**src/design/raster_pkg.sv**
```systemverilog
// raster package
// opcodes, command word fields, widths and the structs passed between
// the decoder, the producers and the memory writer

package raster_pkg;

    typedef enum logic [3:0] {
        OP_SET_X0    = 4'd0,
        OP_SET_Y0    = 4'd1,
        OP_SET_X1    = 4'd2,
        OP_SET_Y1    = 4'd3,
        OP_SET_X2    = 4'd4,
        OP_SET_Y2    = 4'd5,
        OP_SET_COLOR = 4'd6,
        OP_CLEAR     = 4'd7,
        OP_DRAW      = 4'd8
    } op_e;

    // command word layout
    localparam int OP_POS       = 20;
    localparam int OP_SIZE      = 4;
    localparam int HALF_SEL_BIT = 16;

    localparam int CMD_W       = 32;
    localparam int COORD_W     = 12;
    localparam int COLOR_W     = 16;
    localparam int VRAM_ADDR_W = 32;

    // 16.16 fixed point position
    typedef struct packed {
        logic signed [31:0] x;
        logic signed [31:0] y;
    } vertex_t;

    typedef struct packed {
        vertex_t v0;
        vertex_t v1;
        vertex_t v2;
    } tri_t;

    typedef struct packed {
        logic signed [COORD_W-1:0] x;
        logic signed [COORD_W-1:0] y;
        logic [VRAM_ADDR_W-1:0]    addr;
    } pixel_t;

    typedef struct packed {
        logic [VRAM_ADDR_W-1:0] addr;
        logic                   covered;
    } frag_t;

    typedef struct packed {
        logic [VRAM_ADDR_W-1:0] addr;
        logic [COLOR_W-1:0]     data;
    } vram_req_t;

endpackage

```
**src/design/vram_writer.sv**
```systemverilog
// memory writer
// merges clear requests and covered fragments into sel/ack bus writes

`timescale 1ns/1ps

module vram_writer #(
    parameter int FB_WORDS = 128 * 128
) (
    input  logic                                 clk,
    input  logic                                 reset_i,
    input  logic                                 req_valid_i,
    output logic                                 req_ready_o,
    input  raster_pkg::vram_req_t                req_i,
    input  logic                                 frag_valid_i,
    output logic                                 frag_ready_o,
    input  raster_pkg::frag_t                    frag_i,
    input  logic [raster_pkg::COLOR_W-1:0]       color_i,
    input  logic                                 vram_ack_i,
    output logic                                 vram_sel_o,
    output logic                                 vram_wr_o,
    output logic [raster_pkg::VRAM_ADDR_W-1:0]   vram_addr_o,
    output logic [raster_pkg::COLOR_W-1:0]       vram_data_o,
    output logic                                 busy_o
);
    import raster_pkg::*;

    logic      sel_q;
    vram_req_t bus_q;

    // clear requests win over fragments
    assign req_ready_o  = !sel_q;
    assign frag_ready_o = !sel_q && !req_valid_i;

    always_ff @(posedge clk) begin
        if (reset_i) begin
            sel_q <= 1'b0;
        end else if (sel_q) begin
            if (vram_ack_i) sel_q <= 1'b0;
        end else if (req_valid_i) begin
            sel_q <= 1'b1;
            bus_q <= req_i;
        end else if (frag_valid_i && frag_i.covered) begin
            sel_q <= 1'b1;
            bus_q <= '{addr: frag_i.addr, data: color_i};
        end
    end

    assign vram_sel_o  = sel_q;
    assign vram_wr_o   = sel_q;
    assign vram_addr_o = bus_q.addr;
    assign vram_data_o = bus_q.data;
    assign busy_o      = sel_q;

    assert property (@(posedge clk) disable iff (reset_i)
        vram_sel_o |-> vram_addr_o < FB_WORDS)
        else $error("write outside the frame buffer");

    assert property (@(posedge clk) disable iff (reset_i)
        vram_sel_o && !vram_ack_i |=> vram_sel_o && $stable(vram_addr_o) && $stable(vram_data_o))
        else $error("bus changed before ack");

endmodule

```
**config.mk**
```make
export PLATFORM = sky130hd
export DESIGN_NAME = vram_writer
export DESIGN_NICKNAME = d
export VERILOG_FILES = /design/src/design/raster_pkg.sv /design/src/design/vram_writer.sv
export SDC_FILE = /design/constraint.sdc
export NUM_CORES = 1
export LEC_CHECK = 0
export BUFFER_PORTS_ARGS = -buffer_cell sky130_fd_sc_hd__buf_2
export CAP_MARGIN = 20
export CORE_MARGIN = 2
export CORE_UTILIZATION = 45
export CTS_CLUSTER_SIZE = 25
export DETAILED_ROUTE_END_ITERATION = 8
export HOLD_SLACK_MARGIN = 0.15
export PLACE_DENSITY = 0.85
export SETUP_SLACK_MARGIN = 0.15
export SLEW_MARGIN = 15
export SYNTH_ARGS = -nofsm -noshare
export SYNTH_HDL_FRONTEND = slang
export SYNTH_SLANG_ARGS = --single-unit
```
**constraint.sdc**
```tcl
create_clock -name clk -period 9.1 [get_ports clk]
set_input_delay 1.82 -clock clk [delete_from_list [all_inputs] [get_ports clk]]
set_output_delay 1.82 -clock clk [all_outputs]
set_load 0.1 [all_outputs]
```
==> run summary <==
The number of core rows is 26. The net count reported at finish came out at 368. The count of hold buffers inserted by post-cts repair is 0. By count the netlist is led by sky130_fd_sc_hd__edfxtp_1, sky130_fd_sc_hd__mux2_4, sky130_fd_sc_hd__buf_12. The critical path is of the primary input to output pin type.

The post-detailed-route DRC marker count is 0. The initial antenna violation count was 0. The global placer's final weighted congestion came out at 0.754. Once detail routing completed, the nets flagged for antenna violations numbered 0. The net count after synthesis came out at 213. The kind of launch point of the worst setup path is a primary input. The synthesized cell area is 2340 um2. The flow ran to the end, and the final reports show no timing, DRC or antenna violations.

The power per cell area is 184 nW/um2. The type of the worst min-delay path is flip-flop to flip-flop. After synthesis, the mean cell area works out to 21.1 um2. Global routing finished with a remaining overflow of 0. Ranked by total cell area, the synthesized netlist is headed by sky130_fd_sc_hd__edfxtp_1, sky130_fd_sc_hd__mux2_4, sky130_fd_sc_hd__buf_12.

The most crowded layer after global routing is met2. The most used cell along the critical path is sky130_fd_sc_hd__buf_2. Setup repair after global routing left no endpoint under its margin. The count of state elements after synthesis came out at 49. Headroom to the max-slew limit came out at 0.415.

In this run, post-CTS repair resized a total of 0 instances. The area share of the largest cell type after synthesis came out at 0.616. The cell area reported after detailed placement came out at 3090 um2.

The latest clock arrival within the worst-skew pair is 0.29 ns. Counting every sink on the clock net gives 49. Hold timing on the final database bottoms out at a slack of 0.557 ns. The largest individual stage delay along the critical path comes from the cell sky130_fd_sc_hd__buf_2. The final core area utilization came out at 0.629. The floorplan die width came out at 76.1 um.

The clock-pin slew reported for the worst setup and hold paths after clock tree synthesis came out at 0.08 ns. Of the cells placed in the final design, the portion with a size suffix greater than 1 is 0.797. The per-cell routed wire length came out at 14.4 um. The area of the die came out at 5790 um2. For met3 alone, demand over resource in global routing was 0.0391. TritonCTS built the clock tree. The all-layer global routing usage is 0.165. The peak supply drop is 0.0860 mV. The global routing met2 resource utilization came out at 0.295.

The largest stage delay on the critical path came out at 0.43 ns. The first global-routing pass estimated 7440 um of wire. For this run, global-route usage on met1 was measured as 0.199. The share of async-settable or async-resettable flops after synthesis came out at 0. The initial utilization of the core area, before any placement, comes to 0.461. The via count of the first global-routing pass is 1487. The data arrival time of the critical path came out at 2.47 ns. Max-cap violations in this run came to 0. The region available for standard cell placement spans 5070 um2. The number of buffers created by CTS came out at 5. Traced cell by cell, the critical path runs through buf_2 -> nor2_1 -> buf_2. The number of buffers added for setup after CTS is 0. The number of synthesized flops with an enable pin is 48. The area growth from synthesis to final layout came out at 36.6%. The die outline height came out at 76.1 um. The final instance area is 3190 um2.

The setup TNS after final layout came out at 0 ns. The minimum period implied by the final worst setup slack came out at 4.29 ns. At the pin with the least slew margin, the transition time is 0.878 ns. Overall power consumption after layout is estimated at 589 uW. The endpoint required time on the critical path came out at 7.28 ns. The cell family with the largest share of critical-path delay is buffers and inverters. The cell sitting at the root of the clock tree is a sky130_fd_sc_hd__clkbuf_8.

The first-iteration detailed-routing DRC count is 45. Entering global routing, the biggest net connects 50 pins. The half-perimeter wire length after detailed placement is 3620 um. In this run the static leakage power is 1.54 nW. The share of the clock period used by the worst path is 0.472. The library cell with the largest summed area after synthesis is sky130_fd_sc_hd__edfxtp_1. The count of buffer and inverter cells on the critical path is 2. The H-tree was split into 2 levels. The biggest fanout along the worst timing path is 2.

The combined area of the multi-input logic cells is 752 um2. In this run the tool buffered the top-level ports with 154 buffer cells. The per-cell via count in the routed design is 4.48. The sequential fraction of the synthesis area is 0.625.

For this block, the via count after detailed routing is 1506. STA classifies the critical path endpoint as an output pin. The fmax came out at 233 MHz. After synthesis, the netlist uses 11 different library cells. For the final database, setup skew stands at 0.00483 ns.

The maximum number of buffers from clock root to sink is 2. The overall routed net length came out at 4830 um. Yosys printed 0 warnings. The pre-antenna-repair detailed-routing pass consisted of 4 iterations. The number of inserted diodes is 0. In this run the count of I/O pins placed on the die edge is 155. The number of max-slew violations in the final report is 0. The number of hold violations in the final report came out at 0. The post-synthesis cell count is 111. In the final layout, flip-flops and latches occupy 1460 um2.

The most used flip-flop cell after synthesis is sky130_fd_sc_hd__edfxtp_1. The layout filler cell count came out at 398. Setup violations remaining at the end of the flow were counted as 0.
final cells by class:
cell class | instances | share of cell area
Clock buffer | 5 | 0.0215
Sequential cell | 49 | 0.458
Timing Repair Buffer | 156 | 0.246
Multi-Input combinational cell | 53 | 0.235
Clock inverter | 2 | 0.0110
Tap cell | 70 | 0.0274
Inverter | 1 | 0.00118
path summary, 6_finish.rpt:
path	startpoint	endpoint	slack [ns]	cells after the start
max	req_valid_i	frag_ready_o	4.81	3
min	busy_o	busy_o	0.56	2
max reg2reg	busy_o	vram_addr_o[12]	7.66	2
min reg2reg	busy_o	busy_o	0.56	2
through the flow:
stage                     cells  setup WS, ns
after floorplan             111          3.16
after global placement      329          4.79
after detailed placement    329          4.81
after CTS                   336          4.80
after global routing        336          4.77
final                       336          4.81
sequential cells by signal, indices dropped and copies added, names as in the netlist:
name	cells
vram_data_o	16
vram_addr_o	32
busy_o	1
metal layers:
| layer | vias up | share of wire |
|---|---|---|
| li1 | 732 | - |
| met3 | 6 | 0.076 |
| met5 | - | 0 |
| met4 | 0 | 0.012 |
| met1 | 681 | 0.40 |
| met2 | 87 | 0.51 |
logic make-up after synthesis:
family          after synthesis  share of synthesized area
compound gates                3                    0.00749
buf+inv                       9                     0.0556
simple gates                  2                    0.00374
mux                          48                      0.308
flops                        49                      0.625
worst register-to-register path, stage by stage (launching register included):
cell                      delay (ns)
sky130_fd_sc_hd__dfxtp_1        0.37
sky130_fd_sc_hd__nor3_2         0.18
sky130_fd_sc_hd__buf_4          0.52
power by group:
| part | internal, mW | total, mW | leakage, nW | switching, mW |
|---|---|---|---|---|
| Clock | 0.0799 | 0.145 | 0.0540 | 0.0650 |
| Sequential | 0.265 | 0.268 | 0.456 | 0.00329 |
| Combinational | 0.0501 | 0.176 | 1.03 | 0.126 |
| Total | 0.394 | 0.589 | 1.54 | 0.194 |
layout by cell type, fill, tap and decap left out:
master                      Yosys  final
sky130_fd_sc_hd__a21oi_1        2      2
sky130_fd_sc_hd__nor2_1         1      1
sky130_fd_sc_hd__mux2_4        48     48
sky130_fd_sc_hd__clkinv_2       0      1
sky130_fd_sc_hd__nor3_2         0      1
sky130_fd_sc_hd__a21o_1         1      1
sky130_fd_sc_hd__buf_2          0    154
sky130_fd_sc_hd__edfxtp_1      48     48
sky130_fd_sc_hd__inv_1          1      1
sky130_fd_sc_hd__bufinv_16      0      1
sky130_fd_sc_hd__dfxtp_1        1      1
sky130_fd_sc_hd__buf_4          2      2
sky130_fd_sc_hd__clkbuf_8       0      5
Note: power is estimated with default switching activity, not from simulation.
