===== src/design/raster_pkg.sv =====
// raster package
// opcodes, command word fields, widths and the structs passed between
// the decoder, the producers and the memory writer

package raster_pkg;

    typedef enum logic [3:0] {
        OP_SET_X0    = 4'd0,
        OP_SET_Y0    = 4'd1,
        OP_SET_X1    = 4'd2,
        OP_SET_Y1    = 4'd3,
        OP_SET_X2    = 4'd4,
        OP_SET_Y2    = 4'd5,
        OP_SET_COLOR = 4'd6,
        OP_CLEAR     = 4'd7,
        OP_DRAW      = 4'd8
    } op_e;

    // command word layout
    localparam int OP_POS       = 20;
    localparam int OP_SIZE      = 4;
    localparam int HALF_SEL_BIT = 16;

    localparam int CMD_W       = 32;
    localparam int COORD_W     = 12;
    localparam int COLOR_W     = 16;
    localparam int VRAM_ADDR_W = 32;

    // 16.16 fixed point position
    typedef struct packed {
        logic signed [31:0] x;
        logic signed [31:0] y;
    } vertex_t;

    typedef struct packed {
        vertex_t v0;
        vertex_t v1;
        vertex_t v2;
    } tri_t;

    typedef struct packed {
        logic signed [COORD_W-1:0] x;
        logic signed [COORD_W-1:0] y;
        logic [VRAM_ADDR_W-1:0]    addr;
    } pixel_t;

    typedef struct packed {
        logic [VRAM_ADDR_W-1:0] addr;
        logic                   covered;
    } frag_t;

    typedef struct packed {
        logic [VRAM_ADDR_W-1:0] addr;
        logic [COLOR_W-1:0]     data;
    } vram_req_t;

endpackage


===== src/design/pixel_walker.sv =====
// pixel walker
// finds the triangle's bounding box, clamps it to the screen and
// streams its pixels row by row with running frame-buffer addresses

`timescale 1ns/1ps

module pixel_walker #(
    parameter int FB_WIDTH  = 128,
    parameter int FB_HEIGHT = 128
) (
    input  logic               clk,
    input  logic               reset_i,
    input  logic               start_i,
    input  raster_pkg::tri_t   tri_i,
    output logic               pix_valid_o,
    input  logic               pix_ready_i,
    output raster_pkg::pixel_t pix_o,
    input  logic               pipe_busy_i,
    output logic               busy_o
);
    import raster_pkg::*;

    typedef logic signed [COORD_W-1:0] coord_t;

    localparam coord_t X_LAST = COORD_W'(FB_WIDTH - 1);
    localparam coord_t Y_LAST = COORD_W'(FB_HEIGHT - 1);

    typedef enum logic [1:0] {W_IDLE, W_BOX, W_CLAMP, W_WALK} state_e;

    state_e                 state;
    coord_t                 x0, y0, x1, y1, x2, y2;
    coord_t                 min_x_q, min_y_q, max_x_q, max_y_q;
    coord_t                 cmin_x, cmin_y, cmax_x, cmax_y;
    coord_t                 x_q, y_q;
    logic [VRAM_ADDR_W-1:0] addr_q;
    logic [VRAM_ADDR_W-1:0] row_step;

    function automatic coord_t min3(input coord_t a, input coord_t b, input coord_t c);
        coord_t m;
        m = (a < b) ? a : b;
        return (m < c) ? m : c;
    endfunction

    function automatic coord_t max3(input coord_t a, input coord_t b, input coord_t c);
        coord_t m;
        m = (a > b) ? a : b;
        return (m > c) ? m : c;
    endfunction

    // integer parts of the 16.16 coordinates
    assign x0 = tri_i.v0.x[16 +: COORD_W];
    assign y0 = tri_i.v0.y[16 +: COORD_W];
    assign x1 = tri_i.v1.x[16 +: COORD_W];
    assign y1 = tri_i.v1.y[16 +: COORD_W];
    assign x2 = tri_i.v2.x[16 +: COORD_W];
    assign y2 = tri_i.v2.y[16 +: COORD_W];

    always_comb begin
        cmin_x = (min_x_q < 0) ? '0 : min_x_q;
        cmin_y = (min_y_q < 0) ? '0 : min_y_q;
        cmax_x = (max_x_q > X_LAST) ? X_LAST : max_x_q;
        cmax_y = (max_y_q > Y_LAST) ? Y_LAST : max_y_q;
    end

    // jump from the row end back to min_x on the next row
    assign row_step = VRAM_ADDR_W'(FB_WIDTH) - VRAM_ADDR_W'(max_x_q - min_x_q);

    always_ff @(posedge clk) begin
        if (reset_i) begin
            state <= W_IDLE;
        end else begin
            case (state)
                W_IDLE: if (start_i) state <= W_BOX;
                W_BOX: begin
                    min_x_q <= min3(x0, x1, x2);
                    min_y_q <= min3(y0, y1, y2);
                    max_x_q <= max3(x0, x1, x2);
                    max_y_q <= max3(y0, y1, y2);
                    state   <= W_CLAMP;
                end
                W_CLAMP: begin
                    min_x_q <= cmin_x;
                    min_y_q <= cmin_y;
                    max_x_q <= cmax_x;
                    max_y_q <= cmax_y;
                    x_q     <= cmin_x;
                    y_q     <= cmin_y;
                    addr_q  <= VRAM_ADDR_W'(cmin_y) * FB_WIDTH + VRAM_ADDR_W'(cmin_x);
                    // box fully off screen or inverted
                    state   <= (cmin_x > cmax_x || cmin_y > cmax_y) ? W_IDLE : W_WALK;
                end
                W_WALK: if (pix_ready_i) begin
                    if (x_q == max_x_q) begin
                        if (y_q == max_y_q) state <= W_IDLE;
                        x_q    <= min_x_q;
                        y_q    <= y_q + 1'b1;
                        addr_q <= addr_q + row_step;
                    end else begin
                        x_q    <= x_q + 1'b1;
                        addr_q <= addr_q + 1'b1;
                    end
                end
                default: state <= W_IDLE;
            endcase
        end
    end

    assign pix_valid_o = state == W_WALK;
    assign pix_o       = '{x: x_q, y: y_q, addr: addr_q};
    assign busy_o      = state != W_IDLE || pipe_busy_i;

endmodule


===== config.mk =====
export PLATFORM = sky130hd
export DESIGN_NAME = pixel_walker
export DESIGN_NICKNAME = d
export VERILOG_FILES = /design/src/design/raster_pkg.sv /design/src/design/pixel_walker.sv
export SDC_FILE = /design/constraint.sdc
export NUM_CORES = 1
export LEC_CHECK = 0
export BUFFER_PORTS_ARGS = -buffer_cell sky130_fd_sc_hd__buf_4
export CORE_ASPECT_RATIO = 0.75
export CORE_MARGIN = 2
export CORE_UTILIZATION = 56
export CTS_BUF_LIST = sky130_fd_sc_hd__clkbuf_16
export DETAILED_ROUTE_END_ITERATION = 8
export GPL_ROUTABILITY_DRIVEN = 1
export GPL_TIMING_DRIVEN = 0
export PLACE_DENSITY = 0.81
export SLEW_MARGIN = 20
export SYNTH_ARGS = -nofsm -noshare
export SYNTH_HDL_FRONTEND = slang
export SYNTH_SLANG_ARGS = --single-unit

===== constraint.sdc =====
create_clock -name clk -period 5.25 [get_ports clk]
set_clock_uncertainty 0.15 [all_clocks]
set_input_delay 0 -clock clk [delete_from_list [all_inputs] [get_ports clk]]
set_output_delay 0 -clock clk [all_outputs]
set_load 0.05 [all_outputs]

==> flow_summary.toml <==
[sta]
slew-limit-headroom_pct = 46.46
fin_crit_sh_pct = 95.43
fmax_ghz = 0.1996
worst_pin_slew_ps = 803.1
rsz0062_at_grt = "false"
setup_tns_ps = 0
maxSlewViolCount = 0
setup_viol = 0
fin_crit_ps = 5010
hold_violations = 0

[synthesis]
synth-simple-area-share_pct = 16.67
synth_edf_count = 104
synth_top_cells_by_area = "edfxtp_1 (28%), ha_1 (16%), mux2i_1 (6.2%)"
synth-compound-area-share_pct = 15.74
seq_area_frac_synth_pct = 28.61
synth-seq-cells = 106
ys.flop_type = "edfxtp_1"
syn_inst = 1233
syn_area_um2 = 11050
synth_fp_nets = 1572
synth_warnings = 0
yosysTopAreaCell = "edfxtp_1"
yosysUniqueCellTypes = 76
async_flop_share_pct = 0
synth_top_area_share_pct = 28.25
synth-adder-area-share_pct = 16.28
synthMuxAreaShare_pct = 10.56
synth_top_family_by_area = "simple AND/OR/NAND/NOR gates"
avgSynthCellArea_um2 = 8.965
yosys.area_share.xor_xnor_pct = 6.814

[floorplan]
die_h_um = 125.7
initial_core_util_pct = 57.04
die-area_um2 = 20890
ios = 255
fp-row-count = 44
core_um2 = 19380
dieWidth_um = 166.2

[pwr]
leakagePower_nw = 5.759
p_total_mw = 4.271
peakVddDrop_uv = 215.7
power.density_nw_per_um2 = 325.9

[clock_network]
clock-sinks = 106
cts_tree = "done"
clkTransAtPathRegs_ps = 70
cts_buffers = 9
insertion_delay_ps = 360
clock-root-buffer = "clkbuf_16"
cts_htree_levels = 3
clk_path_buf_depth = 2

[global_routing]
grt_max_degree = 27
use_met3_pct = 3.426
grt_overflow = 0
grt.total_usage_pct = 28.53
use_met2_pct = 44.81
grt_pass1_wl_mm = 48.55
antenna_found_initial = 0
top_usage_layer = "met2"
grt_pass1_vias = 9358
grt.met1_usage_pct = 42.23

[critical_path]
r2r-end = "addr_q[28]$_SDFFCE_PN0P_"
critPathKind = "flop to flop"
path_max_fanout = 4
reg2regPathDepth = 19
reg2reg_slack_ps = 240
reg2reg_from = "max_x_q[2]$_DFFE_PP_"
worstSetupStartpoint = "max_x_q[2]$_DFFE_PP_"
cp.required_ps = 5220
start_kind = "flop"
worstPathArrival_ps = 4970
worstSetupEndpoint = "addr_q[28]$_SDFFCE_PN0P_"
endpoint_kind = "flop"

[cells_and_area]
most-common-layout-cells = "buf_4 (139), ha_1 (139), nand2_1 (112), edfxtp_1 (104), inv_1 (99)"
n_antenna_cell = 0
drive_gt1_share_pct = 16.17
utilization_pct = 67.63
nets = 1750
area_growth_pct = 18.56

[min_path]
min_path_type = "input port to flop"
holdPathStages = 4

[placed_design]
finalWeightedCongestion = 0.9237
io_buffer_count = 134
dp_hpwl_mm = 24.19

[flow_run]
drv_cap = 0

[routing]
drt-vias-per-instance = 5.987
ant_nets = 0
vias = 9992
drc = 0
drt-initial-drc-count = 942
dr.pass1.iters = 5
routed_wl_mm = 30.17
wire_per_inst_um = 18.08

[run_status]
status = "completed"
[cell usage after synthesis, types with 4 or more instances]
master,number
nand2_1,112
nand4_1,23
nand2b_1,18
o21a_1,16
a211oi_1,9
a21oi_1,58
mux2_1,8
xnor2_1,44
o21ai_1,38
or3_1,15
clkbuf_1,29
nand3_1,35
xor2_1,42
o21ai_0,60
nor2_1,79
nor3_1,23
a31oi_1,4
and3_1,18
nor2b_1,25
o211ai_1,15
buf_2,8
ha_1,139
buf_6,4
a21o_1,18
nor4_1,16
mux2_4,10
mux2i_1,69
mux2_2,21
edfxtp_1,104
inv_1,99
[through the flow]
stage	instance area [um2]	hold slack, ps	cells	setup slack [ps]
final	13110	4.920	1669	240.1
after CTS	13040	0.5460	1667	116.4
after detailed placement	12470	102.9	1624	130.1
after global placement	12380	56.07	1620	258.1
after floorplan	11050	-77.86	1233	644.5
after global routing	13110	17.30	1669	5.916
[flip-flops by register name, summed over array words and instances (netlist names)]
| name | flops |
|---|---|
| addr_q | 32 |
| max_x_q | 12 |
| max_y_q | 12 |
| min_x_q | 12 |
| min_y_q | 12 |
| x_q | 12 |
| y_q | 12 |
| state | 2 |
[timing repair]
action | CTS | global route
endpoints found under the setup margin | 0 | 11
hold buffers | 27 | 0
endpoints found under the hold margin | 86 | 0
resized for setup | 0 | 10
setup buffers | 0 | 2
[cell type report]
type,count,area (um2)
clock inverters,7,67.56
flip-flops and latches,106,3163
repair buffers,167,1369
inverters,100,375.4
well taps,253,316.6
multi-input cells,982,7375
fillers,1551,6272
plain buffers,45,215.2
clock buffers,9,225.2
[cells by family after synthesis]
family / after synthesis
AOI/OAI and AO/OA: 268
xor gates and xnor gates: 86
adders and majority gates: 142
buffers and inverters: 145
DFF: 106
muxes: 108
and+or+nand+nor: 378
[worst min path at each step]
stage	from	to	slack, ps
after floorplan	reset_i	state[0]$_SDFFE_PP0P_	-80
after global placement	reset_i	state[0]$_SDFFE_PP0P_	60
after detailed placement	reset_i	state[0]$_SDFFE_PP0P_	100
after CTS	tri_i[90]	max_y_q[10]$_DFFE_PP_	0.5
after global routing	tri_i[90]	max_y_q[10]$_DFFE_PP_	20
final	tri_i[90]	max_y_q[10]$_DFFE_PP_	5
[metal layers]
layer	share of wire (%)	vias to the layer above
met5	0	-
met4	1.4	0
met3	8.3	36
met2	44	472
met1	46	4629
li1	-	4855
[power by group]
group	internal (mW)	total, mW	switching [mW]	leakage (nW)
Combinational	0.892	2.22	1.32	4.63
Clock	0.370	0.695	0.325	0.149
Sequential	1.19	1.36	0.171	0.980
[worst max-delay path: stages, from the launching register on]
cell	delay, ps
edfxtp_1	440
inv_1	70
ha_1	300
ha_1	300
a21o_1	180
a21oi_1	220
o21bai_1	120
a2111o_1	460
a41oi_2	230
xor2_1	180
nor2_1	60
ha_1	350
o21ai_1	170
nand2b_1	110
a21oi_4	180
a31oi_2	70
or4_1	550
a221oi_4	360
a21oi_1	150
mux2i_1	130
No activity file was read; power rests on OpenSTA's default activity.
