[src/design/raster_pkg.sv]
// raster package
// opcodes, command word fields, widths and the structs passed between
// the decoder, the producers and the memory writer

package raster_pkg;

    typedef enum logic [3:0] {
        OP_SET_X0    = 4'd0,
        OP_SET_Y0    = 4'd1,
        OP_SET_X1    = 4'd2,
        OP_SET_Y1    = 4'd3,
        OP_SET_X2    = 4'd4,
        OP_SET_Y2    = 4'd5,
        OP_SET_COLOR = 4'd6,
        OP_CLEAR     = 4'd7,
        OP_DRAW      = 4'd8
    } op_e;

    // command word layout
    localparam int OP_POS       = 20;
    localparam int OP_SIZE      = 4;
    localparam int HALF_SEL_BIT = 16;

    localparam int CMD_W       = 32;
    localparam int COORD_W     = 12;
    localparam int COLOR_W     = 16;
    localparam int VRAM_ADDR_W = 32;

    // 16.16 fixed point position
    typedef struct packed {
        logic signed [31:0] x;
        logic signed [31:0] y;
    } vertex_t;

    typedef struct packed {
        vertex_t v0;
        vertex_t v1;
        vertex_t v2;
    } tri_t;

    typedef struct packed {
        logic signed [COORD_W-1:0] x;
        logic signed [COORD_W-1:0] y;
        logic [VRAM_ADDR_W-1:0]    addr;
    } pixel_t;

    typedef struct packed {
        logic [VRAM_ADDR_W-1:0] addr;
        logic                   covered;
    } frag_t;

    typedef struct packed {
        logic [VRAM_ADDR_W-1:0] addr;
        logic [COLOR_W-1:0]     data;
    } vram_req_t;

endpackage

[src/design/clear_gen.sv]
// clear generator
// one write request per frame-buffer word, all carrying the clear colour

`timescale 1ns/1ps

module clear_gen #(
    parameter int FB_WIDTH  = 128,
    parameter int FB_HEIGHT = 128
) (
    input  logic                              clk,
    input  logic                              reset_i,
    input  logic                              start_i,
    input  logic [raster_pkg::COLOR_W-1:0]    color_i,
    output logic                              req_valid_o,
    input  logic                              req_ready_i,
    output raster_pkg::vram_req_t             req_o,
    output logic                              busy_o
);
    import raster_pkg::*;

    localparam logic [VRAM_ADDR_W-1:0] LAST_ADDR = VRAM_ADDR_W'(FB_WIDTH * FB_HEIGHT - 1);

    logic                   active_q;
    logic [VRAM_ADDR_W-1:0] addr_q;

    always_ff @(posedge clk) begin
        if (reset_i) begin
            active_q <= 1'b0;
        end else if (start_i) begin
            active_q <= 1'b1;
            addr_q   <= '0;
        end else if (active_q && req_ready_i) begin
            if (addr_q == LAST_ADDR) begin
                active_q <= 1'b0;
            end
            addr_q <= addr_q + 1'b1;
        end
    end

    assign req_valid_o = active_q;
    assign req_o       = '{addr: addr_q, data: color_i};
    assign busy_o      = active_q;

endmodule

[config.mk]
export PLATFORM = sky130hd
export DESIGN_NAME = clear_gen
export DESIGN_NICKNAME = d
export VERILOG_FILES = /design/src/design/raster_pkg.sv /design/src/design/clear_gen.sv
export SDC_FILE = /design/constraint.sdc
export NUM_CORES = 1
export LEC_CHECK = 0
export BUFFER_PORTS_ARGS = -buffer_cell sky130_fd_sc_hd__buf_4
export CORE_MARGIN = 2
export CORE_UTILIZATION = 50
export DETAILED_ROUTE_END_ITERATION = 12
export PLACE_DENSITY = 0.88
export SLEW_MARGIN = 25
export SYNTH_ARGS = -nofsm -noshare
export SYNTH_HDL_FRONTEND = slang
export SYNTH_SLANG_ARGS = --single-unit
[constraint.sdc]
create_clock -name clk -period 2.51 [get_ports clk]
set_input_delay 0.251 -clock clk [delete_from_list [all_inputs] [get_ports clk]]
set_output_delay 0.251 -clock clk [all_outputs]
set_load 0.03 [all_outputs]
==> results.py, run 1 <==
metrics = {
    "global_route": {
        "track_usage": 0.209,
        "grt_pass1_wl_microns": 6880,
        "grt_overflow": 0,
        "antenna_found_initial": 0,
        "grt_max_degree": 36,
        "grt_pass1_vias": 1426,
    },
    "placed_design": {
        "placed_cell_area_sq_um": 2180,
        "hpwl_microns": 2860,
        "port_buffers": 37,
        "pre_cts_slack_ns": 0.168,
        "gp_congestion": 0.839,
    },
    "clocking": {
        "cts_root_buffer": "clkbuf_8",
        "cts_buffers": 5,
        "clk_pin_slew_ns": 0.07,
        "cts_tree": "built",
        "postCtsHoldBufs": 0,
        "cts_sinks": 33,
        "htreeDepth": 2,
        "insertion_delay_ns": 0.29,
        "clockBufferDepth": 2,
    },
    "setup_path": {
        "startpoint_type": "flop",
        "path_max_fanout": 18,
        "crit_path_end_kind": "flop",
        "required_ns": 2.65,
        "critPathKind": "reg2reg",
        "cp_data_arrival_time_ns": 2.33,
        "r2r.worst_path.cells": 4,
    },
    "logic_synthesis": {
        "synth_seq_area_share": 0.496,
        "ys_seq_elements": 33,
        "yosys.cell_types.count": 26,
        "yosysTopAreaCell": "edfxtp_1",
        "syn_area_sq_um": 1980,
        "yosysMostFrequentCell": "edfxtp_1",
        "synthTopCellsByCount": "edfxtp_1 (32), a21oi_1 (19), buf_4 (17)",
        "syn_nets": 219,
        "yosysTopAreaCellShare": 0.486,
        "async_reset_ff_frac": 0,
        "synth-main-ff-cell": "edfxtp_1",
        "synthCells": 198,
        "synth_edf_count": 32,
        "yosysWarnings": 0,
        "synth.avg_cell_area_sq_um": 9.99,
        "synthTopCellsByArea": "edfxtp_1 (49%), buf_4 (6.5%), or4_1 (4.9%)",
    },
    "power": {
        "combPwrFrac": 0.143,
        "clock_power_share": 0.311,
        "leakagePower_uw": 0.000750,
        "seqPwrFrac": 0.546,
        "switching_power_uw": 351,
        "p_sw_frac": 0.280,
        "p_int_uw": 902,
        "ir_drop_v": 0.000366,
        "power.density_nw_per_um2": 553,
    },
    "sta": {
        "clock_skew_ns": 0.00628,
        "period_needed_ns": 2.19,
        "finalWorstSetupSlack_ns": 0.315,
        "slew-limit-headroom": 0.719,
        "finalSetupViolCount": 0,
        "grt_setup_unrepaired": "no",
        "tightest_slew_ns": 0.421,
        "hold_violations": 0,
        "drv_slew": 0,
        "finalCritPeriodShare": 0.874,
        "fin_setup_tns_ns": 0,
        "max_freq_mhz": 456,
    },
    "final_layout": {
        "fill_cells": 326,
        "nets": 240,
        "area_growth_pct": 14.5,
        "design_area_sq_um": 2260,
        "diodes": 0,
        "drive_gt1_frac": 0.223,
    },
    "route": {
        "detail-route-antenna-nets": 0,
        "wl_per_cell_microns": 16.3,
        "wl_microns": 4360,
        "via_count": 1636,
        "via_per_inst": 6.10,
        "drt_iter0_drc": 154,
        "firstDrtPassIters": 4,
        "drc_errors": 0,
    },
    "die": {
        "die_h_microns": 66.9,
        "num_rows": 22,
        "die_x_microns": 66.9,
        "fp.dieArea_sq_um": 4480,
        "initial_utilization": 0.528,
        "core-area_sq_um": 3740,
        "io_pins": 70,
    },
    "worst_hold_path": {
        "min_path_type": "in2reg",
        "whs_path_depth": 2,
    },
    "job": {
        "maxCapViolCount": 0,
    },
    "status": {
        "status": "complete, no violations",
    },
}
-- state kept, by name (all words and copies together), names as in the netlist --
signal,flops
addr_q,32
busy_o,1
-- layer usage --
layer / GRT usage / wire, microns / up-vias
li1: - / - / 787
met3: 0.0659 / 372 / 14
met5: 0 / 0 / -
met2: 0.298 / 2020 / 78
met4: 0.107 / 116 / 0
met1: 0.283 / 1850 / 757
-- cell type report --
cell class	instances	area [sq um]	share of cell area
inverters	2	7.51	0.00331
flip-flops and latches	33	981	0.433
well taps	48	60.1	0.0265
clock buffers	8	80.1	0.0354
multi-input cells	136	828	0.366
repair buffers	41	308	0.136
-- final timing paths --
path         startpoint         end  slack (ns)
max reg2reg   addr_q[6]  addr_q[31]        0.32
min reg2reg      busy_o      busy_o        0.53
max           addr_q[6]  addr_q[31]        0.32
min             reset_i      busy_o        0.13
-- stage by stage --
step,hold slack (ns),power (uW),util,instances
2_1_floorplan,0.330,851,-,198
3_3_place_gp,0.434,869,0.583,260
3_5_place_dp,0.439,876,0.583,260
4_1_cts,0.130,1260,0.604,268
5_1_grt,0.132,1300,0.605,268
6_report,0.135,1250,0.605,268
-- power by group through the flow --
stage                     clock network, uW  registers (uW)  logic (uW)
after CTS                               393             684         180
after floorplan                           0             742         109
after global placement                    0             693         176
final                                   389             685         179
after global routing                    421             690         192
after detailed placement                  0             696         180
-- critical path: stages, from the launching register on --
cell      delay (ns)
edfxtp_1        0.46
nand4_2         0.19
or4_4           0.68
or4_1           0.54
a21oi_1         0.17
-- placed cells by master, fill, tap and decap left out --
master and instances:
buf_4 41, edfxtp_1 32, a21oi_1 19, nor2_1 14, nand3_1 12, or4_1 12, nand2_1 11, o31ai_1 11
nand4_1 8, or3_1 7, nor4_1 7, and4_1 6, xnor2_1 6, xor2_1 6, clkbuf_8 5, o21ai_0 4
o21ai_1 3, nor3_1 3, clkbuf_1 3, inv_1 2, nor2_2 1, nand4_2 1, or4_4 1, and3_1 1
nor2b_1 1, and2_1 1, ha_1 1, dfxtp_1 1
-- what timing repair did --
action / CTS / global route
hold endpoints to repair: 0 / 0
buffers inserted: 0 / 0
gates resized for setup: 0 / 1
endpoints found under the setup margin: 0 / 1
-- logic make-up after synthesis --
logic type,after synthesis,synth area share
and+or+nand+nor,86,0.249
adders and majority gates,1,0.00632
AOI/OAI and AO/OA,37,0.108
xor gates and xnor gates,12,0.0531
buffers and inverters,29,0.0886
DFF,33,0.496
Power figures use the tool's default switching activity.
==> run 2: changes to the inputs <==
- CAP_MARGIN: unset -> 20
- GPL_TIMING_DRIVEN: unset -> 0
==> run 2 against run 1 <==
  * Combinational power up 40%
  * Clock power decreased by 1%
  * Routed wire length rose by 8.5%
  * Final cell count rose by 15%
  * Critical endpoint is now addr_q[22]
  * Largest power group unchanged
==> results.py, run 2 (same netlist as run 1, synthesis figures left out) <==
metrics = {
    "clocking": {
        "cts_setup_buffers": 0,
        "clk_pin_slew_ns": 0.06,
        "cts_root_buffer": "clkbuf_8",
        "ctsResizeCount": 0,
        "htreeDepth": 2,
        "clockBufferDepth": 2,
        "cts_buffers": 5,
        "cts_tree": "built",
        "postCtsHoldBufs": 0,
        "insertion_delay_ns": 0.29,
        "cts_sinks": 33,
    },
    "setup_path": {
        "startpoint_type": "flop",
        "required_ns": 2.65,
        "crit_path_end_kind": "flop",
        "cp_data_arrival_time_ns": 2.47,
        "critPathKind": "reg2reg",
        "path_max_fanout": 6,
    },
    "die": {
        "num_rows": 22,
        "die_x_microns": 66.9,
        "io_pins": 70,
        "fp.dieArea_sq_um": 4480,
        "core-area_sq_um": 3740,
        "initial_utilization": 0.528,
        "die_h_microns": 66.9,
    },
    "global_route": {
        "grt_max_degree": 27,
        "grt_overflow": 0,
        "track_usage": 0.224,
        "antenna_found_initial": 0,
        "grt_pass1_vias": 1626,
        "grt_pass1_wl_microns": 7320,
    },
    "final_layout": {
        "diodes": 0,
        "fill_cells": 304,
        "top_register": "addr_q",
        "drive_gt1_frac": 0.310,
        "nets": 281,
        "final_cell_mix": "buf_4 (71), edfxtp_1 (32), a21oi_1 (19)",
        "area_growth_pct": 29.0,
        "largest_reg_flops": 32,
        "layout_commonest_cell": "buf_4",
    },
    "placed_design": {
        "hpwl_microns": 3280,
        "port_buffers": 52,
        "gp_congestion": 0.855,
    },
    "route": {
        "via_count": 1893,
        "detail-route-antenna-nets": 0,
        "firstDrtPassIters": 5,
        "wl_microns": 4740,
        "drt_iter0_drc": 244,
        "via_per_inst": 6.13,
        "drc_errors": 0,
        "wl_per_cell_microns": 15.3,
    },
    "sta": {
        "tightest_slew_ns": 0.488,
        "slew-limit-headroom": 0.675,
        "hold_violations": 0,
        "period_needed_ns": 2.33,
        "clock_skew_ns": 0.00598,
        "max_freq_mhz": 428,
        "fin_setup_tns_ns": 0,
        "grt_setup_unrepaired": "no",
        "finalCritPeriodShare": 0.930,
        "finalSetupViolCount": 0,
        "drv_slew": 0,
    },
    "worst_hold_path": {
        "min_path_type": "in2reg",
    },
    "status": {
        "status": "complete, no violations",
    },
    "power": {
        "leakagePower_uw": 0.000916,
        "ir_drop_v": 0.000344,
        "finalPower_uw": 1320,
        "power.density_nw_per_um2": 518,
    },
    "job": {
        "maxCapViolCount": 0,
    },
}
run 2: per-layer routing:
metal	part of all wire	vias up	global-route usage
met5	0	-	0
met4	0.036	0	0.161
met3	0.095	22	0.0456
met2	0.47	129	0.331
met1	0.40	865	0.289
li1	-	877	-
run 2: final timing paths:
kind | from | to | slack (ns) | cells after the start
max reg2reg | addr_q[0] | addr_q[22] | 0.18 | 6
min reg2reg | busy_o | busy_o | 0.53 | 2
min | reset_i | busy_o | 0.15 | 2
max | addr_q[0] | addr_q[22] | 0.18 | 6
run 2: final cells by class:
type | count | area [sq um] | share of cell area
repair buffers | 55 | 425 | 0.167
plain buffers | 27 | 168 | 0.0657
flip-flops and latches | 33 | 981 | 0.385
clock buffers | 8 | 80.1 | 0.0314
multi-input cells | 136 | 830 | 0.325
inverters | 2 | 7.51 | 0.00294
well taps | 48 | 60.1 | 0.0235
run 2: through the flow:
stage	area, sq um	setup slack [ns]	hold slack (ns)	cells	util
after CTS	2540	0.0818	0.141	307	0.677
after floorplan	1980	0.0726	0.330	198	-
final	2550	0.176	0.146	309	0.681
after global placement	2430	-0.526	0.427	298	0.649
after global routing	2550	0.0796	0.138	309	0.681
after detailed placement	2460	0.0853	0.454	299	0.656
run 2: critical path: stages, from the launching register on:
cell and delay (ns):
edfxtp_1 0.45, ha_1 0.25, and4_1 0.33, nand4_1 0.26, buf_4 0.24, or4_1 0.49
a21oi_1 0.16
run 2: report_power, final:
part,internal [uW],switching [uW]
logic,99.1,151
clock network,197,188
registers,642,45.2
total,938,384
==> run 3: changes to the inputs <==
- CAP_MARGIN: 20 -> unset
- PLACE_DENSITY: 0.88 -> unset
- PLACE_DENSITY_LB_ADDON: unset -> 0.08
- SETUP_SLACK_MARGIN: unset -> 0.02
==> run 3 against run 2 <==
  * Sequential cell count unchanged
  * Combinational power about the same
  * Via count down 5.1%
  * Non-clock buffer count unchanged
  * Power up 0.15%
  * Critical endpoint is now addr_q[28]
==> results.py, run 3 (same netlist as run 1, synthesis figures left out) <==
metrics = {
    "route": {
        "via_per_inst": 5.82,
        "via_count": 1797,
        "firstDrtPassIters": 4,
        "drt_iter0_drc": 179,
        "drc_errors": 0,
        "wl_per_cell_microns": 15.0,
        "detail-route-antenna-nets": 0,
        "wl_microns": 4650,
    },
    "setup_path": {
        "startpoint_type": "flop",
        "required_ns": 2.65,
        "r2r_slack_ns": 0.19,
        "path_max_fanout": 6,
        "critPathKind": "reg2reg",
        "cp_data_arrival_time_ns": 2.46,
        "crit_path_end_kind": "flop",
    },
    "final_layout": {
        "largest_reg_flops": 32,
        "drive_gt1_frac": 0.318,
        "layout_commonest_cell": "buf_4",
        "top_register": "addr_q",
        "final_cell_mix": "buf_4 (71), edfxtp_1 (32), a21oi_1 (19)",
        "area_growth_pct": 29.5,
        "fin_cells": 309,
        "nets": 281,
        "diodes": 0,
        "multi_input_area_sq_um": 830,
        "fill_cells": 317,
        "register_area_sq_um": 981,
    },
    "clocking": {
        "cts_root_buffer": "clkbuf_8",
        "cts_sinks": 33,
        "cts_buffers": 5,
        "clockBufferDepth": 2,
        "cts_tree": "built",
        "clk_pin_slew_ns": 0.07,
        "htreeDepth": 2,
        "insertion_delay_ns": 0.29,
        "postCtsHoldBufs": 0,
    },
    "global_route": {
        "grt_pass1_vias": 1553,
        "grt_overflow": 0,
        "antenna_found_initial": 0,
        "grt_max_degree": 26,
        "grt_pass1_wl_microns": 7410,
        "track_usage": 0.223,
    },
    "sta": {
        "hold_violations": 0,
        "finalSetupViolCount": 0,
        "max_freq_mhz": 430,
        "period_needed_ns": 2.32,
        "slew-limit-headroom": 0.684,
        "tightest_slew_ns": 0.474,
        "grt_setup_unrepaired": "no",
        "fin_hold_ws_ns": 0.147,
        "drv_slew": 0,
        "finalCritPeriodShare": 0.926,
        "clock_skew_ns": 0.00535,
    },
    "placed_design": {
        "port_buffers": 52,
        "gp_congestion": 0.829,
        "hpwl_microns": 3260,
        "placed_cells": 299,
    },
    "die": {
        "core-area_sq_um": 3740,
        "die_x_microns": 66.9,
        "die_h_microns": 66.9,
        "num_rows": 22,
        "fp.dieArea_sq_um": 4480,
        "initial_utilization": 0.528,
        "io_pins": 70,
    },
    "power": {
        "ir_drop_v": 0.000305,
        "leakagePower_uw": 0.000925,
        "power.density_nw_per_um2": 517,
    },
    "status": {
        "status": "complete, no violations",
    },
    "job": {
        "maxCapViolCount": 0,
    },
    "worst_hold_path": {
        "min_path_type": "in2reg",
    },
}
## run 3: cell types whose count changed in the layout (fill, tap and decap cells not counted)
| cell | previous run | this run |
|---|---|---|
| buf_16 | 0 | 1 |
| clkbuf_2 | 0 | 1 |
| clkbuf_1 | 11 | 7 |
| clkinv_2 | 0 | 1 |
| buf_12 | 1 | 0 |
| clkinv_1 | 0 | 2 |
## run 3: cell type report
cell class,instances,share of cell area
Timing Repair Buffer,55,0.169
Buffer,27,0.0660
Multi-Input combinational cell,136,0.324
Clock inverter,3,0.00489
Sequential cell,33,0.383
Clock buffer,5,0.0269
Inverter,2,0.00293
Tap cell,48,0.0234
## run 3: report_power, final
part           switching, uW  leakage [uW]  total, uW  internal (uW)
logic                    151      0.000563        252            101
registers               43.9      0.000319        685            641
clock network            199     0.0000430        386            187
## run 3: what timing repair did
action | CTS | global route
endpoints found under the setup margin | 0 | 9
buffers inserted | 0 | 2
resized for setup | 0 | 2
## run 3: worst max-delay path, stage by stage, from the launching register on
cell      delay, ns
edfxtp_1       0.46
ha_1           0.25
and4_1         0.33
nand4_1        0.25
buf_4          0.22
or4_1          0.51
a21oi_1        0.16
## run 3: worst paths after layout
kind                  start  cells after the start    endpoint
setup / recovery  addr_q[0]                      6  addr_q[28]
hold / removal      reset_i                      2      busy_o
setup reg to reg  addr_q[0]                      6  addr_q[28]
hold reg to reg      busy_o                      2      busy_o
## run 3: routing by layer
layer / vias to the layer above / routed length (microns) / GRT usage
met5: - / 0 / 0
li1: 868 / - / -
met2: 81 / 2100 / 0.321
met3: 8 / 343 / 0.0422
met4: 0 / 74 / 0.0969
met1: 840 / 2130 / 0.326
## run 3: through the flow
step                setup TNS [ns]  cell area (sq um)   util  power [uW]  setup WS (ns)
floorplan                        0               1980      -         851         0.0726
global placement            -15.49               2430  0.649         939         -0.486
detailed placement               0               2460  0.658         950         0.0803
CTS                              0               2540  0.680        1320         0.0345
global route                     0               2560  0.684        1370         0.0203
finish                           0               2560  0.684        1320          0.187
