[config.mk]
export PLATFORM = sky130hd
export DESIGN_NAME = cmd_decoder
export DESIGN_NICKNAME = d
export VERILOG_FILES = /design/src/design/raster_pkg.sv /design/src/design/cmd_decoder.sv
export SDC_FILE = /design/constraint.sdc
export NUM_CORES = 1
export LEC_CHECK = 0
export BUFFER_PORTS_ARGS = -buffer_cell sky130_fd_sc_hd__buf_4
export CORE_MARGIN = 8
export CORE_UTILIZATION = 54
export DETAILED_ROUTE_END_ITERATION = 8
export PLACE_DENSITY = 0.91
export SLEW_MARGIN = 20
export SYNTH_ARGS = -nofsm -noshare
export SYNTH_HDL_FRONTEND = slang
export SYNTH_SLANG_ARGS = --single-unit
[constraint.sdc]
create_clock -name clk -period 8.51 [get_ports clk]
set_input_delay 2.1275 -clock clk [delete_from_list [all_inputs] [get_ports clk]]
set_output_delay 2.1275 -clock clk [all_outputs]
set_load 0.03 [all_outputs]
[src/design/raster_pkg.sv]
// raster package
// opcodes, command word fields, widths and the structs passed between
// the decoder, the producers and the memory writer

package raster_pkg;

    typedef enum logic [3:0] {
        OP_SET_X0    = 4'd0,
        OP_SET_Y0    = 4'd1,
        OP_SET_X1    = 4'd2,
        OP_SET_Y1    = 4'd3,
        OP_SET_X2    = 4'd4,
        OP_SET_Y2    = 4'd5,
        OP_SET_COLOR = 4'd6,
        OP_CLEAR     = 4'd7,
        OP_DRAW      = 4'd8
    } op_e;

    // command word layout
    localparam int OP_POS       = 20;
    localparam int OP_SIZE      = 4;
    localparam int HALF_SEL_BIT = 16;

    localparam int CMD_W       = 32;
    localparam int COORD_W     = 12;
    localparam int COLOR_W     = 16;
    localparam int VRAM_ADDR_W = 32;

    // 16.16 fixed point position
    typedef struct packed {
        logic signed [31:0] x;
        logic signed [31:0] y;
    } vertex_t;

    typedef struct packed {
        vertex_t v0;
        vertex_t v1;
        vertex_t v2;
    } tri_t;

    typedef struct packed {
        logic signed [COORD_W-1:0] x;
        logic signed [COORD_W-1:0] y;
        logic [VRAM_ADDR_W-1:0]    addr;
    } pixel_t;

    typedef struct packed {
        logic [VRAM_ADDR_W-1:0] addr;
        logic                   covered;
    } frag_t;

    typedef struct packed {
        logic [VRAM_ADDR_W-1:0] addr;
        logic [COLOR_W-1:0]     data;
    } vram_req_t;

endpackage

[src/design/cmd_decoder.sv]
// command decoder
// holds the vertex and colour registers and launches clear and draw jobs

`timescale 1ns/1ps

module cmd_decoder #(
    parameter logic [15:0] SUBPIXEL_MASK = 16'hF000
) (
    input  logic                              clk,
    input  logic                              reset_i,
    input  logic                              cmd_valid_i,
    output logic                              cmd_ready_o,
    input  logic [raster_pkg::CMD_W-1:0]      cmd_data_i,
    input  logic                              clear_busy_i,
    input  logic                              draw_busy_i,
    input  logic                              write_busy_i,
    output raster_pkg::tri_t                  tri_o,
    output logic [raster_pkg::COLOR_W-1:0]    color_o,
    output logic                              clear_start_o,
    output logic [raster_pkg::COLOR_W-1:0]    clear_color_o,
    output logic                              draw_start_o
);
    import raster_pkg::*;

    localparam int WORD_W = $bits(vertex_t) / 2;
    localparam int HALF_W = WORD_W / 2;

    op_e          op;
    logic [15:0]  value;
    logic         accept;
    int           word_base;

    assign op     = op_e'(cmd_data_i[OP_POS +: OP_SIZE]);
    assign value  = cmd_data_i[15:0];
    assign accept = cmd_valid_i && cmd_ready_o;

    // the start pulse covers the cycle before the producer reports busy
    assign cmd_ready_o = !(clear_start_o || draw_start_o ||
                           clear_busy_i || draw_busy_i || write_busy_i);

    // v0.x sits in the top word of the triangle, v2.y in the bottom one
    assign word_base = (5 - int'(op)) * WORD_W;

    always_ff @(posedge clk) begin
        if (accept && op <= OP_SET_Y2) begin
            if (cmd_data_i[HALF_SEL_BIT]) begin
                tri_o[word_base + HALF_W +: HALF_W] <= value;
            end else begin
                tri_o[word_base +: HALF_W] <= value & SUBPIXEL_MASK;
            end
        end
        if (accept && op == OP_SET_COLOR) begin
            color_o <= value;
        end
        if (accept && op == OP_CLEAR) begin
            clear_color_o <= value;
        end
    end

    always_ff @(posedge clk) begin
        if (reset_i) begin
            clear_start_o <= 1'b0;
            draw_start_o  <= 1'b0;
        end else begin
            clear_start_o <= accept && op == OP_CLEAR;
            draw_start_o  <= accept && op == OP_DRAW;
        end
    end

    // a job never starts on top of another one
    assert property (@(posedge clk) disable iff (reset_i)
        (clear_start_o || draw_start_o) |-> !(clear_busy_i || draw_busy_i || write_busy_i))
        else $error("start pulse while a job is busy");

endmodule

==> results of run 1 <==
## kinds of logic after synthesis
group,share of synthesized area
AND/OR/NAND/NOR,0.211
flip-flops,0.636
buffers and inverters,0.101
adder cells (fa/ha/maj),0.0380
AO/OA/AOI/OAI,0.00518
XOR/XNOR,0.00587
other,0.000518
multiplexers,0.00311
## final cells by class
class | instances | area (um2) | share of cell area
clock buffer | 18 | 429 | 0.0475
clock inverter | 14 | 169 | 0.0187
inverter | 5 | 18.8 | 0.00208
multi-input combinational | 325 | 2220 | 0.246
sequential | 154 | 4600 | 0.510
tap | 176 | 220 | 0.0244
timing repair buffer | 183 | 1370 | 0.152
## sequential cells by signal, indices dropped and copies added (netlist names)
signal / flops
clear_color_o: 16
tri_o: 120
draw_start_o: 1
color_o: 16
clear_start_o: 1
## worst max-delay path: stages
cell                      delay [ns]
sky130_fd_sc_hd__buf_4          0.14
sky130_fd_sc_hd__ha_1           0.17
sky130_fd_sc_hd__inv_1          0.04
sky130_fd_sc_hd__ha_1           0.45
sky130_fd_sc_hd__and3_1         0.30
sky130_fd_sc_hd__ha_1           0.68
sky130_fd_sc_hd__or4b_4         0.55
sky130_fd_sc_hd__nor3_4         0.42
sky130_fd_sc_hd__nand4_4        0.41
sky130_fd_sc_hd__nor3_2         0.95
## cell usage after synthesis (7+ instances only)
cell / instances
sky130_fd_sc_hd__buf_4: 73
sky130_fd_sc_hd__buf_6: 7
sky130_fd_sc_hd__clkbuf_1: 17
sky130_fd_sc_hd__edfxtp_1: 152
sky130_fd_sc_hd__ha_1: 22
sky130_fd_sc_hd__nand2_1: 31
sky130_fd_sc_hd__nor2_1: 9
sky130_fd_sc_hd__nor3_1: 57
sky130_fd_sc_hd__nor3_2: 48
sky130_fd_sc_hd__nor3b_1: 7
sky130_fd_sc_hd__nor4_1: 20
## stage by stage
step	utilization	power [uW]	setup slack [ns]	instances
floorplan	-	964	2.32	586
global placement	0.637	968	1.97	843
detailed placement	0.637	972	1.76	843
CTS	0.683	1730	2.15	875
global route	0.685	1770	1.99	875
finish	0.685	1730	2.29	875
## per-layer routing
metal  vias up  track usage  share of wire
met5         -            0              0
met1      2350        0.242           0.38
met3        24       0.0705          0.099
met4         0       0.0753          0.022
met2       325        0.356           0.50
li1       2136            -              -
## how the worst max path moves through the flow
| stage | from | end | slack (ns) | cells past startpoint |
|---|---|---|---|---|
| 2_1_floorplan | cmd_data_i[20] | tri_o[48] | 2.32 | 13 |
| 3_3_place_gp | cmd_data_i[21] | tri_o[147] | 1.97 | 10 |
| 3_5_place_dp | cmd_data_i[21] | tri_o[24] | 1.76 | 10 |
| 4_1_cts | cmd_data_i[21] | tri_o[16] | 2.15 | 10 |
| 5_1_grt | cmd_data_i[21] | tri_o[80] | 1.99 | 11 |
| 6_report | cmd_data_i[21] | tri_o[80] | 2.29 | 10 |
## where the power goes
group          leakage [uW]  internal, uW  switching (uW)  total, uW
registers           0.00113           823           0.172        823
logic               0.00155          28.5             109        137
clock network      0.000288           463             303        766
==> flow_results.org, run 1 <==
** Logic synthesis
- Counting flops and latches in the post-synthesis netlist gives 154.
- Count of synthesis-stage warnings from yosys :: 0
- Share of synthesized registers carrying an async set or reset :: 0
- Proportion of synthesized chip area in sequential cells :: 0.636
- Of the post-synthesis cell area, the dominant cell type holds 0.630.
- EDFF count, synth :: 152
- Leading register cell type out of synthesis :: sky130_fd_sc_hd__edfxtp_1
- Synthesized netlist cell count :: 515
- Average cell area after synthesis :: 14.1 um2
- Netlist area before placement :: 0.00724 mm2
- Counting distinct cell types in the post-synthesis netlist gives 43.
- Of all cell types, the one taking the most synthesized area is sky130_fd_sc_hd__edfxtp_1.
- Sorting the synthesized cells by area gives the leading types as sky130_fd_sc_hd__edfxtp_1 63%, sky130_fd_sc_hd__buf_4 7.6%, sky130_fd_sc_hd__nor3_2 6.6%.

** Floorplanning
- The initial utilization of the core area, before any placement, comes to 0.549.
- The die is 132 um tall.
- X dimension of the die :: 132 um
- After floorplanning, the core was sized to cover 0.0132 mm2.
- The floorplan has 42 rows.
- Total die area :: 0.0174 mm2
- In this run the count of I/O pins placed on the die edge is 265.

** Finish
- Compared with the post-synthesis result, the final layout area differs by 24.7%.
- Most frequent standard cell in the layout excluding fill and tap cells :: sky130_fd_sc_hd__buf_4
- In the final layout, the share of cells above drive strength 1 is 0.389.
- Highest-count cells in the layout ignoring fill and taps :: 183 x sky130_fd_sc_hd__buf_4, 152 x sky130_fd_sc_hd__edfxtp_1, 72 x sky130_fd_sc_hd__conb_1
- Number of filler cells placed in the layout :: 880
- Area of all placed cells without fillers :: 0.00903 mm2
- The repair_antennas step left the layout with diodes totalling 0.
- After the last flow step, the layout net total stands at 746.

** STA
- Setup TNS after final layout :: 0 ns
- After layout, the minimum clock period comes to 6.22 ns.
- Worst setup skew after layout :: 0.00948 ns
- Final hold analysis gives a worst-case slack of 0.742 ns.
- Headroom to the max-slew limit came out at 0.259.
- Worst slew pin tran :: 1.11 ns
- The hold violation count in the final report was 0.
- Final Setup Violations :: 0
- Setup repair after global routing left no endpoint under its margin.
- For this run, the top clock speed supported by timing is 0.161 GHz.
- Number of pins exceeding their max-slew limit in the final report :: 0
- In the finished design, the share of the clock period the worst path needs comes to 0.731.

** Power and ir drop
- Dividing total power by cell area gives a power density of 191 mW/mm2.
- The worst-case IR drop observed on VDD is 0.000125 V.
- Leak pwr :: 0.00296 uW

** Clock tree
- The H-tree was split into 4 levels.
- The later pin in the worst-skew pair is clocked with a latency of 0.41 ns.
- CTS saw 154 sinks.
- The cell sitting at the root of the clock tree is a sky130_fd_sc_hd__clkbuf_16.
- In this run, post-CTS repair resized a total of 0 instances.
- TritonCTS clock tree :: done
- The number of clock buffers added by TritonCTS is 17.
- Hold-fix buffer count after cts :: 0
- In this run the post-CTS setup repair buffer count came out at 0.
- Clk slew on worst S/H paths :: 0.06 ns
- Maximum count of clock buffers along a single path :: 2

** Critical path
- Worst EP arrival :: 6.24 ns
- The worst setup path is captured at a flop.
- Endpoint of the worst register-to-register path :: tri_o[80]
- Source of the worst register-to-register timing path :: draw_start_o
- Counting cells, the worst reg-to-reg path comes to 5.
- Critical-path maximum fanout :: 19
- Setup Crit Path Kind :: in2reg
- Setup slack on the worst reg-to-reg path comes out at 5.21 ns.
- Critical Path Source Type :: input port
- Required time of the worst setup path :: 8.53 ns

** Detailed routing
- The detailed router finished its first iteration with 523 violations.
- Routed length per placed instance :: 21.0 um
- For this block, the routed nets add up to 18,400 um of wire.
- First drt pass iteration count :: 5
- The detail route stage leaves a number of antenna-violating nets equal to 0.
- After detailed routing, the number of remaining DRC violations is 0.
- Vias per cell :: 5.53
- Via Count :: 4,835

** Run status
- The flow ran to the end, and the final reports show no timing, DRC or antenna violations.

** Hold path
- In this run the worst hold path is classified as reg2reg.
- The worst hold path begins at clear_start_o.
- Along the worst hold path, the cell count comes to 3.
- Worst hold path endpoint :: draw_start_o

** GRT
- For this run, the total global-route usage over all layers was measured as 0.210.
- Via count of the first global-routing pass :: 5,073
- Global-route wire length before repair :: 28,400 um
- Remaining Overflow, GRT :: 0
- Maximum number of pins on one net before global-route repair :: 56
- The initial antenna violation count is 0.

** Place
- Summed over all nets, the half-perimeter wirelength after detailed placement is 13,400 um.
- GPL Wtd Cong :: 0.833
- In this run the cell area measured after placement is 0.00841 mm2.
- Number of buffers added on ports :: 181

** Run
- Max-cap violations in this run came to 0.
Power figures use the tool's default switching activity.
==> run 2: changes to the inputs <==
ABC_AREA = 1   (was default)
CORE_UTILIZATION = 45   (was 54)
PLACE_DENSITY = 0.82   (was 0.91)
clock period = 5.7 ns   (was 8.51 ns; I/O delays follow)
==> run 2 against run 1 <==
Against the previous run:
- total power is 46% higher
- via count decreased by 1.3%
- critical path type unchanged
- sequential power up 49%
- critical path depth grew 6
- first-iteration DRC count fell by 19%
- non-clock buffer count grew 11
- worst setup slack got worse by 1.1 ns
- synthesized cell count is 15% higher
==> flow_results.org, run 2 <==
** Run status
- The run finished with clean final reports.

** Finish
- Leaving out fill and tap cells, the most frequent cells in the layout are 194 x sky130_fd_sc_hd__buf_4, 152 x sky130_fd_sc_hd__edfxtp_1, 124 x sky130_fd_sc_hd__nor2_1.
- # nets final :: 847 (+14%)
- In the final layout, the registers with the most flip-flops are tri_o: 120 flops, clear_color_o: 16 flops, color_o: 16 flops.
- The antenna diode instance count is 0 (unchanged).
- Number of filler cells placed in the layout :: 1,241 (+41%)
- Reg with most FFs :: tri_o
- The number of cells in the finished layout apart from fillers is 988 (+13%).
- Leaving out fill and tap cells, the most frequent cell in the layout is sky130_fd_sc_hd__buf_4.
- The number of flip-flops in the largest register was 120 (unchanged).
- Area of all placed cells without fillers :: 0.00891 mm2 (-1.4%)
- The share of layout cells above drive strength 1 was 0.309 (-0.0804).
- Relative to the synthesized area, the layout overhead comes to 27.1%.

** GRT
- The initial antenna violation count came to 0 (unchanged).
- The pin count of the biggest net entering global routing is 29 (-48%).
- The first-pass GRT wire length is 27,500 um (-3.1%).
- Remaining Overflow, GRT :: 0 (unchanged)
- Aggregate global-route resource usage :: 0.181 (-0.0286)
- The via count of the first global-routing pass came to 5,030 (-0.85%).

** Power and ir drop
- The internal power consumption came to 1890 uW (+43%).
- The switching fraction of total power is 0.254 (+0.0151).
- The power dissipated by switching net loads was 641 uW (+56%).
- Power share of the sequential group :: 0.486 (+0.009)
- The power density of the placed cells is 284 mW/mm2 (+48%).
- The maximum VDD drop is 0.000275 V (+120%).
- The portion of total power attributed to combinational logic came to 0.078 (-0.002).
- The clock network power share came to 0.436 (-0.008).
- Leak pwr :: 0.00326 uW (+9.9%)

** Critical path
- Setup Crit Path Kind :: in2reg
- Required time of the worst setup path :: 5.79 ns (-2.74 ns)
- The slack of the worst reg-to-reg path was 3.78 ns (-1.43 ns).
- CP Capture Type :: flop
- Kind of cell adding the most delay to the critical path :: simple AND/OR/NAND/NOR gates
- Source of the worst register-to-register timing path :: draw_start_o
- The cell that appears most often on the critical path is sky130_fd_sc_hd__buf_4.
- Worst reg-to-reg path cell count :: 4 (-1)
- Critical-path maximum fanout :: 28 (+9)
- The delay of the slowest cell on the worst path came to 0.52 ns (-0.43 ns).
- Sequence of cells on the critical path :: buf_4, clkinv_1, buf_4, ha_1, nand3_1, nor2_1, ha_1, nand2_2, nor2_1, nand3_1, nand2_1, nand2_2, nor2_8, nand4_4, nor2_2, buf_4
- Endpoint of the worst register-to-register path :: tri_o[108]
- The worst setup path is launched from an input port.
- The count of buffering cells on the critical path with inverters included came to 4 (+2).
- The critical path arrival is 4.64 ns (-1.60 ns).
- The largest individual stage delay along the critical path comes from the cell sky130_fd_sc_hd__ha_1.

** STA
- Period utilisation layout :: 0.797
- Number of pins exceeding their max-slew limit in the final report :: 0 (unchanged)
- The total of endpoints with negative setup slack in the final report came to 0 (unchanged).
- Worst slew pin tran :: 0.568 ns (-0.538 ns)
- Hold Worst Slack :: 0.669 ns (-0.0732 ns)
- The total negative setup slack came to 0 ns (unchanged).
- Post-layout min period :: 4.54 ns
- Worst slew margin :: 0.620 (+0.361)
- The hold violation count in the final report is 0 (unchanged).
- Setup repair after global routing left no endpoint under its margin.
- Worst setup skew after layout :: 0.0187 ns (+0.00918 ns)
- Highest clock rate :: 0.220 GHz

** Detailed routing
- The detail-routed via count per cell is 4.83 (-13%).
- The via total after detailed routing is 4,773 (-1.3%).
- Routed length per placed instance :: 18.3 um (-13%)
- Antenna Nets Post-Route :: 0 (unchanged)
- The number of design-rule violations left by the first detailed-router iteration is 425 (-19%).
- Total Routed Length :: 18,000 um (-2.0%)
- The residual DRC count was 0 (unchanged).
- The number of optimization iterations in the first detailed-route pass was 4 (-1).

** Clock tree
- The clock latency reported for the late side of the worst-skew pair came to 0.42 ns (about the same).
- Inserted Clock Buffers :: 17 (unchanged)
- The number of buffers on the longest clock path is 2 (unchanged).
- Clock tree synthesis selected as its root buffer the cell sky130_fd_sc_hd__clkbuf_16.
- The clock-pin slew on the worst setup and hold paths is 0.08 ns (+0.02 ns).
- Hold-fix buffer count after cts :: 0 (unchanged)
- Number of clock sinks :: 154 (unchanged)
- The count of instances resized after the clock tree is built came to 0 (unchanged).
- TritonCTS built the clock tree.
- Number of post-CTS setup repair buffers :: 0 (unchanged)
- Maximum level of the CTS H-tree :: 4 (unchanged)

** Logic synthesis
- The area of the mapped netlist is 0.00701 mm2 (-3.2%).
- The number of synthesized register bits is 154 (unchanged).
- For this run, the leading register cell type out of synthesis is sky130_fd_sc_hd__edfxtp_1.
- Synth Area in Compound Gates :: 0.00178 (-0.00340)
- Multiplexer share of the synthesized area :: 0 (-0.00311)
- The average footprint of a synthesized cell is 11.9 um2 (-16%).
- The count of unique library cells instantiated by Yosys is 28 (-35%).
- The count of flip-flops with a built-in enable after synthesis came to 152 (unchanged).
- Proportion of synthesized chip area in sequential cells :: 0.657 (+0.0210)
- The xor-xnor portion of the synthesized cell area was 0.00250 (-0.00337).
- Synthesized netlist cell count :: 591 (+15%)
- Library cell with the highest instance count after synthesis :: sky130_fd_sc_hd__edfxtp_1
- The simple-gate share of the synthesized area is 0.181 (-0.0303).
- Counting instances in the post-synthesis netlist gives the leading cell types as 152 x sky130_fd_sc_hd__edfxtp_1, 124 x sky130_fd_sc_hd__nor2_1, 81 x sky130_fd_sc_hd__nand2_1.
- Share of synthesized registers carrying an async set or reset :: 0 (unchanged)
- Summed over all instances, the cell type with the most area after synthesis is sky130_fd_sc_hd__edfxtp_1.
- The share of the synthesized area in the top cell type came to 0.651 (+0.0208).
- The Yosys warning count was 0 (unchanged).
- Combinational family with the most area after synthesis :: simple AND/OR/NAND/NOR gates
- In the post-synthesis netlist, the biggest area contributors are sky130_fd_sc_hd__edfxtp_1 65%, sky130_fd_sc_hd__buf_4 7.7%, sky130_fd_sc_hd__nor2_1 6.6%.
- Fraction of the mapped netlist area in adder cells :: 0.0393 (+0.00125)

** Floorplanning
- Total die area :: 0.0198 mm2 (+14%)
- Boundary pin count :: 265 (unchanged)
- Die Ht :: 141 um (+6.8%)
- The x dimension of the die came to 141 um (+6.8%).
- The core footprint came to 0.0152 mm2 (+15%).
- The number of placement rows was 45 (+7.1%).
- The starting density of the core is 0.461 (-0.0879).

** Hold path
- The path with the worst hold slack has its endpoint at draw_start_o.
- The startpoint identified for the worst hold timing path is clear_start_o.
- Worst hold path class :: reg2reg
- Cell depth of the worst hold path :: 3 (unchanged)

** Place
- Total cell area at the placement stage :: 0.00832 mm2 (-0.97%)
- Number of buffers added on ports :: 181 (unchanged)
- The post-placement cell count was 956 (+13%).
- Detailed placer's ending HPWL :: 13,600 um (+0.99%)
- The routability congestion estimate from global placement is 0.875 (+5.0%).

** Run
- The number of maximum-capacitance violations came to 0 (unchanged).
## run 2: area by class of cell
| type | instances | area, um2 | area share |
|---|---|---|---|
| flip-flops and latches | 154 | 4600 | 0.517 |
| multi-input cells | 373 | 1850 | 0.208 |
| repair buffers | 194 | 1460 | 0.163 |
| clock buffers | 17 | 425 | 0.0477 |
| well taps | 188 | 235 | 0.0264 |
| inverters | 47 | 176 | 0.0198 |
| clock inverters | 15 | 161 | 0.0181 |
## run 2: kinds of logic after synthesis
family,Yosys count
buf+inv,135
fa+ha+maj,22
flops,154
simple gates,275
compound gates,2
xor+xnor,2
other cells,1
## run 2: how the worst max path moves through the flow
stage / start / endpoint / slack (ns) / depth (start not counted)
after floorplan: cmd_data_i[20] / tri_o[112] / 0.60 / 17
after global placement: cmd_data_i[20] / tri_o[25] / 0.81 / 16
after detailed placement: cmd_data_i[20] / tri_o[31] / 0.75 / 14
after CTS: cmd_data_i[20] / tri_o[17] / 1.18 / 14
after global routing: cmd_data_i[20] / tri_o[18] / 0.91 / 14
final: cmd_data_i[20] / tri_o[18] / 1.16 / 16
## run 2: power by group through the flow
stage / combinational [uW] / sequential (uW) / clock, uW
after detailed placement: 193 / 1250 / 0
after floorplan: 180 / 1260 / 0
final: 196 / 1230 / 1100
after global placement: 190 / 1250 / 0
after CTS: 194 / 1230 / 1120
after global routing: 215 / 1230 / 1160
## run 2: metal layers
metal  GRT usage  vias to the layer above  share of wire
met5           0                        -              0
met4      0.0656                        0          0.020
met3      0.0540                       24          0.083
met2       0.312                      265           0.50
met1       0.209                     2250           0.40
li1            -                     2234              -
## run 2: stage by stage
step / total power [uW] / setup WS [ns] / util
2_1_floorplan: 1440 / 0.601 / -
3_3_place_gp: 1440 / 0.814 / 0.548
3_5_place_dp: 1450 / 0.752 / 0.548
4_1_cts: 2540 / 1.18 / 0.586
5_1_grt: 2610 / 0.911 / 0.586
6_report: 2530 / 1.16 / 0.586
## run 2: worst reg2reg max path, cell delays in order, from the launching register on
cell and delay [ns]:
sky130_fd_sc_hd__dfxtp_1 0.31, sky130_fd_sc_hd__nor3_1 0.37, sky130_fd_sc_hd__o211ai_1 0.14, sky130_fd_sc_hd__buf_4 0.23, sky130_fd_sc_hd__nor3_1 0.49
